### src/source/lcd_pkg.sv
package lcd_pkg;

	// panel setup bits, msb first in the order they land in the init words
	typedef struct packed {
		logic two_line;   // N bit of function set
		logic font_5x10;  // F bit of function set
		logic display_on;
		logic cursor_on;
		logic blink_on;
		logic increment;  // I/D bit of entry mode
		logic shift;      // S bit of entry mode
	} lcd_cfg_t;

	typedef struct packed {
		logic       rs;
		logic       rw;
		logic [7:0] data;
	} lcd_cmd_t;

	typedef struct packed {
		logic       e;
		logic       rs;
		logic       rw;
		logic [7:0] data;
	} lcd_pins_t;

	typedef enum logic [1:0] {
		ST_POWERUP,
		ST_INIT,
		ST_IDLE,
		ST_WRITE
	} lcd_state_e;

	// panel delays in microseconds, scaled by the clock rate in each controller
	localparam int PU_US       = 500;  // power-up wait
	localparam int INIT_US     = 440;  // whole init sequence
	localparam int INIT_E_US   = 10;   // e high at the start of each init word
	localparam int FSET_US     = 0;    // start of function set
	localparam int DCTL_US     = 60;   // start of display control
	localparam int CLR_US      = 120;  // start of clear
	localparam int ENTRY_US    = 330;  // start of entry mode
	localparam int WR_US       = 50;   // one host write cycle
	localparam int WR_SETUP_US = 1;    // rs/rw/data ahead of e
	localparam int WR_E_US     = 13;   // e high time on a write

endpackage
### src/source/lcd_array_top.sv
`timescale 1ns/1ps

module lcd_array_top #(
	parameter int N_PANELS   = 4,
	parameter int CLK_PER_US = 2,
	parameter int CNT_W      = 11,
	localparam int IDX_W = (N_PANELS > 1) ? $clog2(N_PANELS) : 1
) (
	input  logic                clk,
	input  logic                rst_n,
	input  lcd_pkg::lcd_cfg_t   cfg,
	input  logic                cmd_strobe,
	input  logic [IDX_W-1:0]    cmd_panel,
	input  lcd_pkg::lcd_cmd_t   cmd,
	output logic [N_PANELS-1:0] slot_free,
	output logic                drop,
	output lcd_pkg::lcd_pins_t  pins [N_PANELS],
	output logic [N_PANELS-1:0] ready,
	output logic                all_init,
	output logic [7:0]          done_count [N_PANELS]
);
	import lcd_pkg::*;

	logic [N_PANELS-1:0] busy;
	logic [N_PANELS-1:0] lcd_enable;
	lcd_cmd_t            lcd_cmd [N_PANELS];

	lcd_cmd_dispatch #(
		.N_PANELS(N_PANELS)
	) u_dispatch (
		.clk        (clk),
		.rst_n      (rst_n),
		.cmd_strobe (cmd_strobe),
		.cmd_panel  (cmd_panel),
		.cmd        (cmd),
		.busy       (busy),
		.lcd_enable (lcd_enable),
		.lcd_cmd    (lcd_cmd),
		.slot_free  (slot_free),
		.drop       (drop)
	);

	for (genvar p = 0; p < N_PANELS; p++) begin : g_panel
		lcd_controller #(
			.CLK_PER_US(CLK_PER_US),
			.CNT_W     (CNT_W)
		) u_ctrl (
			.clk        (clk),
			.rst_n      (rst_n),
			.cfg        (cfg),
			.lcd_enable (lcd_enable[p]),
			.lcd_cmd    (lcd_cmd[p]),
			.pins       (pins[p]),
			.busy       (busy[p])
		);
	end

	lcd_status_collect #(
		.N_PANELS(N_PANELS)
	) u_status (
		.clk        (clk),
		.rst_n      (rst_n),
		.busy       (busy),
		.ready      (ready),
		.all_init   (all_init),
		.done_count (done_count)
	);

endmodule

### src/source/lcd_status_collect.sv
`timescale 1ns/1ps

module lcd_status_collect #(
	parameter int N_PANELS = 4
) (
	input  logic                clk,
	input  logic                rst_n,
	input  logic [N_PANELS-1:0] busy,
	output logic [N_PANELS-1:0] ready,
	output logic                all_init,
	output logic [7:0]          done_count [N_PANELS]
);

	logic [N_PANELS-1:0] busy_q;
	logic [N_PANELS-1:0] init_seen;  // first busy fall seen, init over
	logic [N_PANELS-1:0] fall;

	assign ready = ~busy;
	assign fall  = busy_q & ~busy;

	always_ff @(posedge clk or negedge rst_n) begin
		if (!rst_n) begin
			busy_q    <= '1;  // controllers leave reset busy
			init_seen <= '0;
			all_init  <= 1'b0;
		end else begin
			busy_q    <= busy;
			init_seen <= init_seen | fall;
			// sticky since init_seen never clears
			all_init  <= &(init_seen | fall);
		end
	end

	// the fall that ends init is skipped, every later one is a finished write
	always_ff @(posedge clk or negedge rst_n) begin
		if (!rst_n) begin
			for (int p = 0; p < N_PANELS; p++) begin
				done_count[p] <= '0;
			end
		end else begin
			for (int p = 0; p < N_PANELS; p++) begin
				if (fall[p] && init_seen[p]) begin
					done_count[p] <= done_count[p] + 8'd1;  // wraps
				end
			end
		end
	end

endmodule

### src/source/lcd_controller.sv
`timescale 1ns/1ps

module lcd_controller #(
	parameter int CLK_PER_US = 2,
	parameter int CNT_W      = 11
) (
	input  logic               clk,
	input  logic               rst_n,
	input  lcd_pkg::lcd_cfg_t  cfg,
	input  logic               lcd_enable,
	input  lcd_pkg::lcd_cmd_t  lcd_cmd,
	output lcd_pkg::lcd_pins_t pins,
	output logic               busy
);
	import lcd_pkg::*;

	// last count of each timed phase
	localparam logic [CNT_W-1:0] PU_LAST   = CNT_W'(PU_US * CLK_PER_US - 1);
	localparam logic [CNT_W-1:0] INIT_LAST = CNT_W'(INIT_US * CLK_PER_US - 1);
	localparam logic [CNT_W-1:0] WR_LAST   = CNT_W'(WR_US * CLK_PER_US - 1);
	// write enable window, counted from the accept edge
	localparam logic [CNT_W-1:0] E_RISE = CNT_W'(WR_SETUP_US * CLK_PER_US);
	localparam logic [CNT_W-1:0] E_FALL = CNT_W'((WR_SETUP_US + WR_E_US) * CLK_PER_US);

	lcd_state_e       state;
	lcd_state_e       state_d;
	logic [CNT_W-1:0] cnt;
	logic [CNT_W-1:0] cnt_d;
	lcd_cmd_t         cmd_q;    // command of the running write
	lcd_cmd_t         wr_cmd;
	lcd_pins_t        pins_d;
	logic             accept;

	// true while c lies in the e-high part of the init word at start_us
	function automatic logic in_win(logic [CNT_W-1:0] c, int start_us);
		return (int'(c) >= start_us * CLK_PER_US) &&
			(int'(c) < (start_us + INIT_E_US) * CLK_PER_US);
	endfunction

	// pin word at init count c; data is zero in the gaps
	function automatic lcd_pins_t init_pins(logic [CNT_W-1:0] c, lcd_cfg_t f);
		lcd_pins_t w;
		w = '0;
		if (in_win(c, FSET_US)) begin
			w.e    = 1'b1;
			w.data = {4'b0011, f.two_line, f.font_5x10, 2'b00};
		end else if (in_win(c, DCTL_US)) begin
			w.e    = 1'b1;
			w.data = {5'b00001, f.display_on, f.cursor_on, f.blink_on};
		end else if (in_win(c, CLR_US)) begin
			w.e    = 1'b1;
			w.data = 8'h01;
		end else if (in_win(c, ENTRY_US)) begin
			w.e    = 1'b1;
			w.data = {6'b000001, f.increment, f.shift};
		end
		return w;
	endfunction

	assign accept = (state == ST_IDLE) && lcd_enable;
	assign wr_cmd = accept ? lcd_cmd : cmd_q;

	always_comb begin
		state_d = state;
		cnt_d   = cnt + 1'b1;
		case (state)
			ST_POWERUP: begin
				if (cnt == PU_LAST) begin
					state_d = ST_INIT;
					cnt_d   = '0;
				end
			end
			ST_INIT: begin
				if (cnt == INIT_LAST) begin
					state_d = ST_IDLE;
					cnt_d   = '0;
				end
			end
			ST_IDLE: begin
				cnt_d = '0;
				if (accept) begin
					state_d = ST_WRITE;
				end
			end
			default: begin  // ST_WRITE
				if (cnt == WR_LAST) begin
					state_d = ST_IDLE;
					cnt_d   = '0;
				end
			end
		endcase
	end

	// outputs follow the next state so they line up with state and cnt
	always_comb begin
		pins_d = '0;
		case (state_d)
			ST_INIT: begin
				pins_d = init_pins(cnt_d, cfg);
			end
			ST_WRITE: begin
				pins_d.rs   = wr_cmd.rs;
				pins_d.rw   = wr_cmd.rw;
				pins_d.data = wr_cmd.data;
				pins_d.e    = (cnt_d >= E_RISE) && (cnt_d < E_FALL);
			end
			default: begin
				pins_d = '0;  // idle and power-up keep the bus quiet
			end
		endcase
	end

	always_ff @(posedge clk or negedge rst_n) begin
		if (!rst_n) begin
			state <= ST_POWERUP;
			cnt   <= '0;
			pins  <= '0;
			busy  <= 1'b1;
		end else begin
			state <= state_d;
			cnt   <= cnt_d;
			pins  <= pins_d;
			busy  <= (state_d != ST_IDLE);
		end
	end

	always_ff @(posedge clk) begin
		if (accept) begin
			cmd_q <= lcd_cmd;
		end
	end

endmodule

### src/source/lcd_cmd_dispatch.sv
`timescale 1ns/1ps

module lcd_cmd_dispatch #(
	parameter int N_PANELS = 4,
	localparam int IDX_W = (N_PANELS > 1) ? $clog2(N_PANELS) : 1
) (
	input  logic                  clk,
	input  logic                  rst_n,
	input  logic                  cmd_strobe,
	input  logic [IDX_W-1:0]      cmd_panel,
	input  lcd_pkg::lcd_cmd_t     cmd,
	input  logic [N_PANELS-1:0]   busy,
	output logic [N_PANELS-1:0]   lcd_enable,
	output lcd_pkg::lcd_cmd_t     lcd_cmd [N_PANELS],
	output logic [N_PANELS-1:0]   slot_free,
	output logic                  drop
);
	import lcd_pkg::*;

	lcd_cmd_t            slot [N_PANELS];  // one pending command per panel
	logic [N_PANELS-1:0] full;
	logic [N_PANELS-1:0] hit;              // strobe decoded to a panel
	logic [N_PANELS-1:0] take;             // strobe lands in an empty slot
	logic                in_range;

	assign in_range = (int'(cmd_panel) < N_PANELS);

	always_comb begin
		for (int p = 0; p < N_PANELS; p++) begin
			hit[p] = cmd_strobe && (int'(cmd_panel) == p);
		end
	end

	// a slot being issued this cycle still counts as full, so a
	// strobe to it on the same edge is refused
	assign take = hit & ~full;

	// issue as soon as the panel is idle; the slot empties on that edge
	assign lcd_enable = full & ~busy;
	assign slot_free  = ~full;

	always_ff @(posedge clk or negedge rst_n) begin
		if (!rst_n) begin
			full <= '0;
			drop <= 1'b0;
		end else begin
			full <= (full & ~lcd_enable) | take;
			// refused: slot occupied, or no such panel
			drop <= cmd_strobe && ((|(hit & full)) || !in_range);
		end
	end

	always_ff @(posedge clk) begin
		for (int p = 0; p < N_PANELS; p++) begin
			if (take[p]) begin
				slot[p] <= cmd;
			end
		end
	end

	assign lcd_cmd = slot;

endmodule

### config.mk
export PLATFORM = sky130hd
export DESIGN_NAME = lcd_array_top
export DESIGN_NICKNAME = d
export VERILOG_FILES = /design/src/source/lcd_pkg.sv /design/src/source/lcd_array_top.sv /design/src/source/lcd_status_collect.sv /design/src/source/lcd_controller.sv /design/src/source/lcd_cmd_dispatch.sv
export SDC_FILE = /design/constraint.sdc
export NUM_CORES = 1
export LEC_CHECK = 0
export CAP_MARGIN = 10
export CORE_MARGIN = 3
export CORE_UTILIZATION = 35
export CTS_CLUSTER_SIZE = 40
export DETAILED_ROUTE_END_ITERATION = 6
export DONT_BUFFER_PORTS = 1
export GPL_TIMING_DRIVEN = 0
export RECOVER_POWER = 100
export SYNTH_ARGS = -nofsm -noshare
export SYNTH_HDL_FRONTEND = slang
export SYNTH_SLANG_ARGS = --single-unit
export TNS_END_PERCENT = 1
### constraint.sdc
create_clock -name clk -period 3.3 [get_ports clk]
set_clock_uncertainty 0.15 [all_clocks]
set_input_delay 0.66 -clock clk [delete_from_list [all_inputs] [get_ports clk]]
set_output_delay 0.66 -clock clk [all_outputs]
set_load 0.02 [all_outputs]
# After elaboration in Yosys (flattened, before gate mapping)
# Cells that the tools add are included.
# word_totals
inputBits,22
regBits,226
# op_classes
n_eq_ne,35
n_reduce_logical,36
bitwise_logic,10
addsub,8
n_mux,76
n_lt_le_gt_ge,36
# op_table
operator,count
two-way mux 11 bit,12
one-hot mux 11 bit (3 select lines),4
two-way mux 8 bit,12
"equality test 11 x 10 -> 1 bit, second input constant",8
"less-than comparator 11 x 5 -> 1 bit, second input constant",8
one-hot mux 11 bit (2 select lines),4
"adder 11 x 1 -> 11 bit, second input constant",4
"equality test 11 x 7 -> 1 bit, second input constant",4
">= comparator 11 x 10 -> 1 bit, second input constant",4
">= comparator 11 x 2 -> 1 bit, second input constant",4
">= comparator 11 x 7 -> 1 bit, second input constant",4
">= comparator 11 x 8 -> 1 bit, second input constant",4
"less-than comparator 11 x 10 -> 1 bit, second input constant",4
"less-than comparator 11 x 8 -> 1 bit, second input constant",4
"less-than comparator 11 x 9 -> 1 bit, second input constant",4
two-way mux 10 bit,4
"adder 8 x 1 -> 8 bit, second input constant",4
two-way mux 2 bit,16
logical AND 1 bit,29
one-hot mux 2 bit (3 select lines),4
AND 4 bit,5
"equality test 2 bit, second input constant",10
"equality test 2 x 1 -> 1 bit, second input constant",9
two-way mux 1 bit,16
other kinds (7),20

# Depth between registers and ports, before layout
# Gate-level depths: netlist (run 1).
# depth
word_depth,10
ltp_mapped,11
ltp_nobuf,9

# Hierarchy
# From an unflattened synthesis (run 1), not the netlist that was laid out.
# hier_totals
cells_unflattened,1071
area_unflattened_um2,11393.4
# by_module_without_submodules
mod,area_per_inst_um2,seq_area_each_um2,instances,cells_each
lcd_controller,2048.2,827.0,4,218
lcd_status_collect,1740.4,1031.0,1,132
lcd_cmd_dispatch,1460.2,1326.3,1,67

# Worst setup path before layout (run 1)
# Ideal clock, no wire load.
# synth_timing
path_kind,flip-flop to flip-flop
from,register g_panel[2].u_ctrl.cnt[0]
to,"register, netlist name g_panel[2].u_ctrl.pins[10]"
t_arrival_ns,2.320
period_less_slack_ns,2.536
path_buffers,1
t_required_ns,3.084
stages_incl_launch_ff,11
path_slack_ns,0.764
setup_ns,0.066
cell_sequence,dfrtp_1 -> ha_1 -> buf_2 -> nand4_4 -> a2111oi_2 -> o21ai_1 -> a21oi_1 -> or4b_1 -> and2_1 -> a21oi_1 -> a31o_1
# synth_rtl
item,line,rtl
start: declaration,lcd_controller.sv:27,logic [CNT_W-1:0] cnt;
start signal: assignment,lcd_controller.sv:121,cnt <= cnt_d;

==> impl_metrics.json, run 1 <==
{
  "outcome": "finished with violations",
  "violations": "negative hold slack, max-capacitance violations, max-slew violations",
  "finalCriticalPeriod_ns": 3.07,
  "coreArea_mm2": 0.0301,
  "cp_slowest_stage_delay_ns": 0.47,
  "vdd_drop_max_uv": 356,
  "muxShareOfSynthArea_pct": 5.10,
  "synth.distinct_cells": 104,
  "drcViolationCount": 0,
  "worst_path_most_repeated_cell": "clkbuf_1",
  "crit_family": "simple AND/OR/NAND/NOR gates",
  "port_buffers": 0,
  "postSynthCellCount": 1018,
  "gp_congestion": 0.897,
  "worstSkewPairLatency_ns": 0.52,
  "period_share_pct": 92.9,
  "seq_area_frac_synth_pct": 52.1,
  "area_growth_pct": 12.6,
  "clk_pin_slew_ns": 0.06,
  "clkSinkCount": 226,
  "slew_headroom_pct": -8.33,
  "cts_tree": "built",
  "crit_required_ns": 3.53,
  "wl_per_cell_um": 18.3,
  "grt_pass1_wl_um": 42200,
  "whs_ns": -0.317,
  "powerDensity_mw_per_mm2": 477,
  "syn_nets": 1048,
  "layout-drive-gt1-share_pct": 13.8,
  "synth_flop_cell": "dfrtp_1",
  "synth_compound_area_share_pct": 11.6,
  "layout_setup_ws_ns": 0.233,
  "first_global_vias": 7618,
  "ctsHtreeMaxLevel": 1,
  "antenna_found_initial": 0,
  "rr_worst_depth": 8,
  "yosysWarnings": 0,
  "cp_max_fo": 10,
  "synth-async-reset-ratio_pct": 64.6,
  "crit_type": "reg -> reg",
  "dr.first_iter.drc_count": 601,
  "post_cts_buffers": 0,
  "synth_edf_count": 40,
  "synthAdderAreaFrac_pct": 0.921,
  "dpl_cell_area_mm2": 0.0114,
  "max_freq_mhz": 326,
  "rows": 63,
  "setup_viol": 0,
  "crit_arrival_ns": 3.30,
  "num_io_pins": 108,
  "initial_core_util_pct": 36.1,
  "viasPerCell": 5.40,
  "final_cell_mix": "dfrtp_1, nor2_1, nand2_1, xnor2_1, nand3_1",
  "synth.avg_cell_area_um2": 10.7,
  "nNetsFinal": 1079,
  "synthSimpleGateAreaFrac_pct": 20.7,
  "dp_slack_ns": 0.111,
  "crit_path_end_kind": "flop",
  "gr-total-overflow": 0,
  "cp.depth": 8,
  "slowest_stage": "dfrtp_1",
  "yosys_register_bits": 226,
  "final_common_cell": "dfrtp_1",
  "diodes": 0,
  "p_leak_nw": 5.14,
  "grt_max_degree": 147,
  "synth_top_family_by_area": "simple AND/OR/NAND/NOR gates",
  "hp-class": "in -> async",
  "cts_made_buffers": 26,
  "die_x_um": 182,
  "path_cells": "ha_1 > clkbuf_1 > nand2b_1 > or3_1 > o31ai_2 > clkbuf_1 > a211oi_1 > nor3_1",
  "rsz0062_at_grt": "true",
  "synthXorXnorAreaFrac_pct": 5.89,
  "drt.antenna.violating_nets": 0,
  "track_usage_pct": 15.7,
  "root_buffer": "clkbuf_16",
  "dr.pass1.iters": 7,
  "hold_violations": 146,
  "die_h_um": 182,
  "vias": 7881,
  "worstMarginPinSlew_ns": 1.62,
  "die_area_mm2": 0.0332,
  "routed_wl_um": 26600,
  "drv_cap": 1,
  "critPathLaunchType": "flop",
  "critical_path_buf_inv_count": 2,
  "fin_area_mm2": 0.0122,
  "synth_area_mm2": 0.0109,
  "clock_path_buffers": 3,
  "hpwl_um": 19000,
  "slew_viol_final": 12
}
## logic make-up after synthesis
family                     count (synthesis)
xor gates and xnor gates                  73
and+or+nand+nor                          402
adders and majority gates                  8
muxes                                     49
DFF                                      226
AOI/OAI and AO/OA                        170
buffers and inverters                     90
## worst register-to-register path, stage by stage (launching register included)
cell and delay, ns:
dfrtp_1 0.47, ha_1 0.19, clkbuf_1 0.32, nand2b_1 0.12, or3_1 0.44, o31ai_2 0.44, clkbuf_1 0.36, a211oi_1 0.09
nor3_1 0.35
## cells in the mapped netlist (4+ instances only)
master | count | area (µm²)
a211oi_1 | 5 | 37.5
a21o_1 | 11 | 82.6
a21oi_1 | 25 | 125
a22oi_1 | 4 | 30.0
a31oi_1 | 9 | 56.3
a32oi_1 | 4 | 35.0
and2_1 | 15 | 93.8
and3_1 | 31 | 194
and4_1 | 9 | 78.8
buf_2 | 23 | 115
buf_4 | 4 | 30.0
clkbuf_1 | 24 | 90.1
dfrtp_1 | 138 | 3450
dfstp_2 | 8 | 210
dfxtp_1 | 40 | 801
edfxtp_1 | 40 | 1200
ha_1 | 8 | 100
inv_1 | 32 | 120
mux2_2 | 41 | 462
mux2i_1 | 7 | 70.1
nand2_1 | 64 | 240
nand2b_1 | 9 | 56.3
nand3_1 | 44 | 220
nand3b_1 | 6 | 45.0
nand4_1 | 21 | 131
nand4b_1 | 4 | 35.0
nor2_1 | 87 | 327
nor2b_1 | 11 | 68.8
nor3_1 | 31 | 155
nor4_1 | 9 | 56.3
nor4b_1 | 10 | 87.6
o211ai_1 | 6 | 45.0
o21a_1 | 4 | 30.0
o21ai_0 | 30 | 150
o22ai_1 | 8 | 50.1
o2bb2ai_1 | 5 | 43.8
o31a_1 | 4 | 35.0
o31ai_1 | 8 | 60.1
or2_2 | 6 | 37.5
or3_1 | 8 | 50.1
or4_1 | 5 | 37.5
xnor2_1 | 51 | 447
xor2_1 | 22 | 193
## report_power, final
part / switching (mW) / internal (mW) / leakage, nW
clock: 1.19 / 1.70 / 0.430
sequential: 0.0234 / 2.86 / 2.62
combinational: 0.0476 / 0.0183 / 2.09
total: 1.26 / 4.58 / 5.14
## per-stage QoR
step                cells  hold WS (ns)  total power [mW]  setup TNS (ns)  utilization, %
CTS                  1459        -0.347              5.94               0            40.7
finish               1459        -0.317              5.84               0            40.6
floorplan            1018         0.214              2.98               0               -
global route         1459        -0.346              6.06         -0.0180            40.6
global placement     1408         0.220              3.01               0            37.7
detailed placement   1411         0.220              3.01               0            37.8
## state kept, by name, summed over array words and instances, names as in the netlist
| register | count |
|---|---|
| g_panel.u_ctrl.busy | 4 |
| g_panel.u_ctrl.cmd_q | 40 |
| g_panel.u_ctrl.cnt | 44 |
| g_panel.u_ctrl.pins | 44 |
| g_panel.u_ctrl.state | 8 |
| u_dispatch.drop | 1 |
| u_dispatch.full | 4 |
| u_dispatch.lcd_cmd | 40 |
| u_status.all_init | 1 |
| u_status.busy_q | 4 |
| u_status.done_count | 32 |
| u_status.init_seen | 4 |
## final timing paths
path / from / endpoint / slack [ns]
max reg2reg: g_panel[0].u_ctrl.cnt[0] / g_panel[0].u_ctrl.pins[3] / 0.23
max: g_panel[0].u_ctrl.cnt[0] / g_panel[0].u_ctrl.pins[3] / 0.23
max in group asynchronous: rst_n / u_status.busy_q[1] / 3.01
min reg2reg: g_panel[2].u_ctrl.busy / u_status.busy_q[2] / 0.27
min in group clk: cmd[5] / u_dispatch.lcd_cmd[15] / 0.08
min: rst_n / u_status.done_count[22] / -0.32
## layout make-up
| type | count | area, µm² |
|---|---|---|
| repair buffers | 3 | 11.3 |
| fillers | 2944 | 17900 |
| inverters | 33 | 124 |
| well taps | 390 | 488 |
| multi-input cells | 702 | 4800 |
| flip-flops and latches | 226 | 5670 |
| clock buffers | 30 | 697 |
| plain buffers | 57 | 273 |
| clock inverters | 18 | 175 |
## repair_timing
action | in CTS | in global routing
endpoints found under the setup margin | 0 | 3
endpoints found under the hold margin | 146 | 146
resized for setup | 0 | 3
## metal layers
layer	wire length, µm	part of all wire [%]	GRT usage (%)	vias up
li1	-	-	-	3756
met1	12500	47	22.4	3836
met2	11100	42	22.8	243
met3	2180	8.2	4.90	46
met4	818	3.1	4.97	0
met5	0	0	0	-
Power figures use the tool's default switching activity.
==> inputs of run 2 (changes only) <==
- ABC_AREA: not set -> 1
- CTS_CLUSTER_SIZE: 40 -> not set
==> run 2 against run 1 <==
  * The run ends with negative hold slack left
  * Sequential share of layout area grew 1.4 points
  * First-iteration DRC count decreased by 25%
  * Cell count rose by 16%
  * Largest cell class unchanged
  * Non-clock buffer count fell by 48
  * Sequential power hardly changed
  * Via count grew 0.20%
  * Synthesized area fell by 2.3%
==> impl_metrics.json, run 2 <==
{
  "final_common_cell": "nand2_1",
  "setup_viol": 0,
  "finalCriticalPeriod_ns": 2.76,
  "postSynthCellCount": 1247,
  "die_x_um": 180,
  "synth.distinct_cells": 44,
  "finalNonFillerCells": 1686,
  "gp_congestion": 0.871,
  "grt_max_degree": 147,
  "synth.most_common_cell": "nand2_1",
  "synth_area_mm2": 0.0106,
  "synth-async-reset-ratio_pct": 64.6,
  "synth_flop_cell": "dfrtp_1",
  "slew_viol_final": 0,
  "crit_type": "reg -> reg",
  "clkSinkCount": 226,
  "crit_required_ns": 3.53,
  "rows": 63,
  "die_h_um": 180,
  "crit_path_end_kind": "flop",
  "gr-total-overflow": 0,
  "largestRegisters": "g_panel.u_ctrl.cnt (44), g_panel.u_ctrl.pins (44)",
  "r2r_end": "g_panel[0].u_ctrl.pins[10]",
  "p_leak_nw": 6.04,
  "vias": 7897,
  "cts_resized": 0,
  "r2r_setup_slack_ns": 0.54,
  "slew_headroom_pct": 38.2,
  "nNetsFinal": 1307,
  "vdd_drop_max_uv": 373,
  "port_buffers": 0,
  "drcViolationCount": 0,
  "dr.first_iter.drc_count": 450,
  "clock_path_buffers": 3,
  "period_share_pct": 83.7,
  "fillCellCount": 3030,
  "yosysWarnings": 0,
  "ctsHtreeMaxLevel": 1,
  "synth.avg_cell_area_um2": 8.51,
  "routed_wl_um": 25100,
  "crit_arrival_ns": 2.99,
  "hold_violations": 146,
  "whs_ns": -0.316,
  "worstReg2RegStart": "g_panel[0].u_ctrl.cnt[0]",
  "yosysTopAreaCell": "dfrtp_1",
  "drt.antenna.violating_nets": 0,
  "final_util_pct": 39.8,
  "diodes": 0,
  "dr.pass1.iters": 5,
  "syn_nets": 1277,
  "setup_tns_ns": 0,
  "drv_cap": 0,
  "cts_made_buffers": 25,
  "hp-class": "in -> async",
  "fin_area_mm2": 0.0119,
  "worstSkewPairLatency_ns": 0.53,
  "post_cts_buffers": 0,
  "seq_area_frac_synth_pct": 53.4,
  "clk_pin_slew_ns": 0.07,
  "max_freq_mhz": 362,
  "cp-endpoint": "g_panel[0].u_ctrl.pins[10]",
  "coreArea_mm2": 0.0298,
  "yosys-top-cells-area": "dfrtp_1, edfxtp_1, nand2_1, dfxtp_1, inv_1",
  "synth_edf_count": 40,
  "initial_core_util_pct": 35.6,
  "yosys_register_bits": 226,
  "wl_per_cell_um": 14.9,
  "startpoint": "g_panel[0].u_ctrl.cnt[0]",
  "final_cell_mix": "nand2_1, inv_1, nor2_1, dfrtp_1, nand3_1",
  "hpwl_um": 18700,
  "outcome": "finished with violations",
  "grt_pass1_wl_um": 39900,
  "antenna_found_initial": 0,
  "die_area_mm2": 0.0325,
  "worstMarginPinSlew_ns": 0.924,
  "powerDensity_mw_per_mm2": 483,
  "critPathLaunchType": "flop",
  "violations": "negative hold slack",
  "cp_max_fo": 10,
  "cts_tree": "built",
  "dpl_cell_area_mm2": 0.0111,
  "track_usage_pct": 15.1,
  "area_growth_pct": 11.8,
  "dp_cells": 1640,
  "first_global_vias": 7515,
  "rr_worst_depth": 15,
  "layout-drive-gt1-share_pct": 8.18,
  "root_buffer": "clkbuf_16",
  "p_total_mw": 5.73,
  "viasPerCell": 4.68,
  "synth_top_area_share_pct": 32.5,
  "rsz0062_at_grt": "false",
  "num_io_pins": 108,
  "ys_top_cells_by_count": "nand2_1, inv_1, nor2_1"
}
[run 2: cells by family after synthesis]
group | after synthesis | share of synthesized area, %
buffers and inverters | 217 | 7.89
multiplexers | 22 | 2.33
AO/OA/AOI/OAI | 77 | 4.54
adder cells (fa/ha/maj) | 8 | 0.943
AND/OR/NAND/NOR | 660 | 27.7
flip-flops | 226 | 53.4
XOR/XNOR | 37 | 3.19
[run 2: report_power, final]
group / leakage, nW / switching, mW / internal [mW]
Combinational: 3.03 / 0.0495 / 0.00956
Clock: 0.399 / 1.15 / 1.64
Sequential: 2.62 / 0.0244 / 2.86
Total: 6.04 / 1.22 / 4.51
[run 2: routing by layer]
layer  track usage, %  wire length, µm  part of all wire [%]  up-vias
li1                 -                -                     -     4016
met1             19.1            10900                    44     3701
met2             26.2            12300                    49      157
met3             3.69             1490                   5.9       23
met4             3.35              364                   1.4        0
met5                0                0                     0        -
[run 2: worst max-delay path: stages, from the launching register on]
cell      delay (ns)
dfrtp_1         0.37
ha_1            0.24
nand2_1         0.15
nor2_4          0.20
nand3_1         0.13
nand2_1         0.10
nand3_1         0.23
clkbuf_1        0.30
nand2_1         0.17
nor2_1          0.06
nand2_1         0.06
nand2_1         0.12
nor2_1          0.18
nand2_1         0.08
nand2_1         0.06
nand2_1         0.06
[run 2: how the worst min path moves through the flow]
stage                      startpoint  cells after the start                         to
6_report                        rst_n                      0  g_panel[1].u_ctrl.cnt[10]
5_1_grt                         rst_n                      0  g_panel[1].u_ctrl.cnt[10]
4_1_cts                         rst_n                      0  g_panel[0].u_ctrl.pins[2]
3_5_place_dp   g_panel[1].u_ctrl.busy                      0         u_status.busy_q[1]
3_3_place_gp   g_panel[1].u_ctrl.busy                      0         u_status.busy_q[1]
2_1_floorplan  g_panel[0].u_ctrl.busy                      0         u_status.busy_q[0]
[run 2: area by class of cell]
type                    count  area [µm²]  share of cell area, %
clock inverters            21         206                   1.74
clock buffers              25         626                   5.27
inverters                 208         781                   6.58
multi-input cells         804        4040                   34.1
repair buffers              3        11.3                 0.0949
well taps                 390         488                   4.11
plain buffers               9        48.8                  0.411
flip-flops and latches    226        5670                   47.7
[run 2: per-stage QoR]
step / hold slack (ns) / setup WS (ns)
2_1_floorplan: 0.204 / 0.928
3_3_place_gp: 0.208 / 0.409
3_5_place_dp: 0.207 / 0.698
4_1_cts: -0.336 / 0.670
5_1_grt: -0.340 / 0.249
6_report: -0.316 / 0.536
==> inputs of run 3 (changes only) <==
- ABC_AREA: 1 -> 0
- clock period: 3.3 -> 2.3 ns (I/O delays scaled with it)
==> run 3 against run 2 <==
  * The run ends with negative hold slack, negative setup slack left
  * Cell area is 13% higher
  * Fmax is 4.9% higher
  * Register-to-register slack worse by 0.87 ns
  * Critical path type unchanged
  * Largest cell class unchanged
  * Largest power group unchanged
==> impl_metrics.json, run 3 (synthesis gave the netlist of run 1 again) <==
{
  "outcome": "finished with violations",
  "violations": "negative hold slack, negative setup slack",
  "critPathLaunchType": "flop",
  "nNetsFinal": 1127,
  "slew_viol_final": 0,
  "top_layer_used": "met5",
  "die_x_um": 182,
  "drcViolationCount": 0,
  "rows": 63,
  "largestRegisters": "g_panel.u_ctrl.cnt (44), g_panel.u_ctrl.pins (44)",
  "grt_pass1_wl_um": 43900,
  "hold_buffers": 16,
  "dr_wl_met2_um": 12200,
  "area_growth_pct": 23.7,
  "initial_core_util_pct": 36.1,
  "rsz0062_at_grt": "true",
  "track_usage_pct": 16.3,
  "dr.first_iter.drc_count": 592,
  "multi_input_area_mm2": 0.00546,
  "hpwl_um": 18900,
  "whs_ns": -0.519,
  "hp-class": "in -> async",
  "die_h_um": 182,
  "p_leak_nw": 5.65,
  "cp_max_fo": 10,
  "wl_met3_um": 1720,
  "gr-total-overflow": 0,
  "worstSkewPairLatency_ns": 0.53,
  "viasPerCell": 5.37,
  "dr.pass1.iters": 5,
  "clk_pin_slew_ns": 0.06,
  "drt.antenna.violating_nets": 0,
  "grt_max_degree": 147,
  "slew_headroom_pct": 36.6,
  "num_io_pins": 108,
  "max_freq_mhz": 380,
  "hold_violations": 146,
  "antenna_found_initial": 4,
  "ctsHtreeMaxLevel": 1,
  "setup_viol": 40,
  "powerDensity_mw_per_mm2": 627,
  "cts_tree": "built",
  "crit_required_ns": 2.56,
  "die_area_mm2": 0.0332,
  "final_cell_mix": "dfrtp_1, nor2_1, nand2_1, xnor2_1",
  "finalNonFillerCells": 1508,
  "vias": 8101,
  "layout-drive-gt1-share_pct": 26.4,
  "setup_tns_ns": -6.19,
  "clock_path_buffers": 3,
  "vdd_drop_max_uv": 540,
  "fillCellCount": 2782,
  "port_buffers": 0,
  "seqCellArea_mm2": 0.00568,
  "clkSinkCount": 226,
  "period_share_pct": 115,
  "root_buffer": "clkbuf_16",
  "finalCriticalPeriod_ns": 2.63,
  "drv_cap": 0,
  "crit_path_end_kind": "flop",
  "cts_made_buffers": 26,
  "gp_congestion": 0.884,
  "wl_per_cell_um": 18.6,
  "layout_setup_ws_ns": -0.334,
  "crit_type": "reg -> reg",
  "worstMarginPinSlew_ns": 0.946,
  "dp_cells": 1410,
  "crit_arrival_ns": 2.89,
  "first_global_vias": 7935,
  "final_common_cell": "dfrtp_1",
  "routed_wl_um": 28100,
  "p_total_mw": 8.42,
  "met1_length_um": 13200,
  "coreArea_mm2": 0.0301
}
[run 3: cell types whose count changed in the layout (fill, tap and decap cells not counted), moves of 13 or more]
| cell | before | now |
|---|---|---|
| mux2_2 | 9 | 40 |
| nor2_1 | 146 | 86 |
| xnor2_1 | 11 | 46 |
| buf_4 | 2 | 40 |
| nand4_1 | 34 | 21 |
| inv_1 | 199 | 31 |
| nand3_1 | 104 | 38 |
| buf_2 | 0 | 13 |
| and3_1 | 1 | 27 |
| nand2_1 | 328 | 59 |
| clkbuf_2 | 0 | 14 |
| dlygate4sd3_1 | 0 | 16 |
| nor3_1 | 9 | 22 |
[run 3: metal layers]
layer | vias to the layer above | GRT usage, %
li1 | 3853 | -
met1 | 3957 | 23.3
met2 | 236 | 24.5
met3 | 49 | 3.73
met4 | 6 | 5.48
met5 | - | 0
[run 3: path summary, 6_finish.rpt]
kind                                                from                        end  slack [ns]  depth (start not counted)
worst max-delay path            g_panel[0].u_ctrl.cnt[2]  g_panel[0].u_ctrl.pins[0]       -0.33                         10
worst min-delay path                               rst_n    u_status.done_count[22]       -0.52                          0
worst max register to register  g_panel[0].u_ctrl.cnt[2]  g_panel[0].u_ctrl.pins[0]       -0.33                         10
worst min register to register    g_panel[1].u_ctrl.busy         u_status.busy_q[1]        0.27                          0
max in group asynchronous                          rst_n     g_panel[1].u_ctrl.busy        2.20                          0
min in group clk                                  cfg[1]  g_panel[0].u_ctrl.pins[1]        0.03                          2
[run 3: layout make-up]
type / instances / share of cell area (%)
Sequential cell: 226 / 42.3
Multi-Input combinational cell: 702 / 40.6
Clock buffer: 33 / 5.26
Tap cell: 390 / 3.63
Timing Repair Buffer: 53 / 3.21
Buffer: 55 / 2.78
Clock inverter: 15 / 1.24
Inverter: 33 / 0.959
Antenna cell: 1 / 0.0186
[run 3: power by group]
part	switching [mW]	leakage, nW	internal [mW]	total, mW
clock network	1.63	0.427	2.51	4.14
logic	0.0940	2.62	0.0451	0.139
registers	0.0360	2.61	4.11	4.14
total	1.76	5.65	6.67	8.42
[run 3: what timing repair did]
action,CTS,global route
endpoints found under the setup margin,89,60
resized for setup,109,59
gates cloned,0,0
hold endpoints to repair,194,146
setup buffers,23,12
pin swaps,20,15
[run 3: critical path, stage by stage (launching register included)]
cell and delay (ns):
dfrtp_1 0.35, buf_4 0.17, clkbuf_4 0.19, nand2_1 0.16, nor3_1 0.09, a41o_1 0.22
a31oi_1 0.24, o31a_1 0.27, nor2_4 0.07, a2111o_1 0.34, a32o_2 0.25
[run 3: through the flow]
step	instance area (µm²)	util [%]	hold slack, ns	worst slack (ns)
after CTS	13200	43.7	-0.550	-0.293
after floorplan	11000	-	0.0144	-0.110
final	13400	44.6	-0.519	-0.334
after global placement	11500	38.0	0.0202	-0.731
after detailed placement	11500	38.2	0.0197	-0.748
after global routing	13400	44.6	-0.549	-0.453
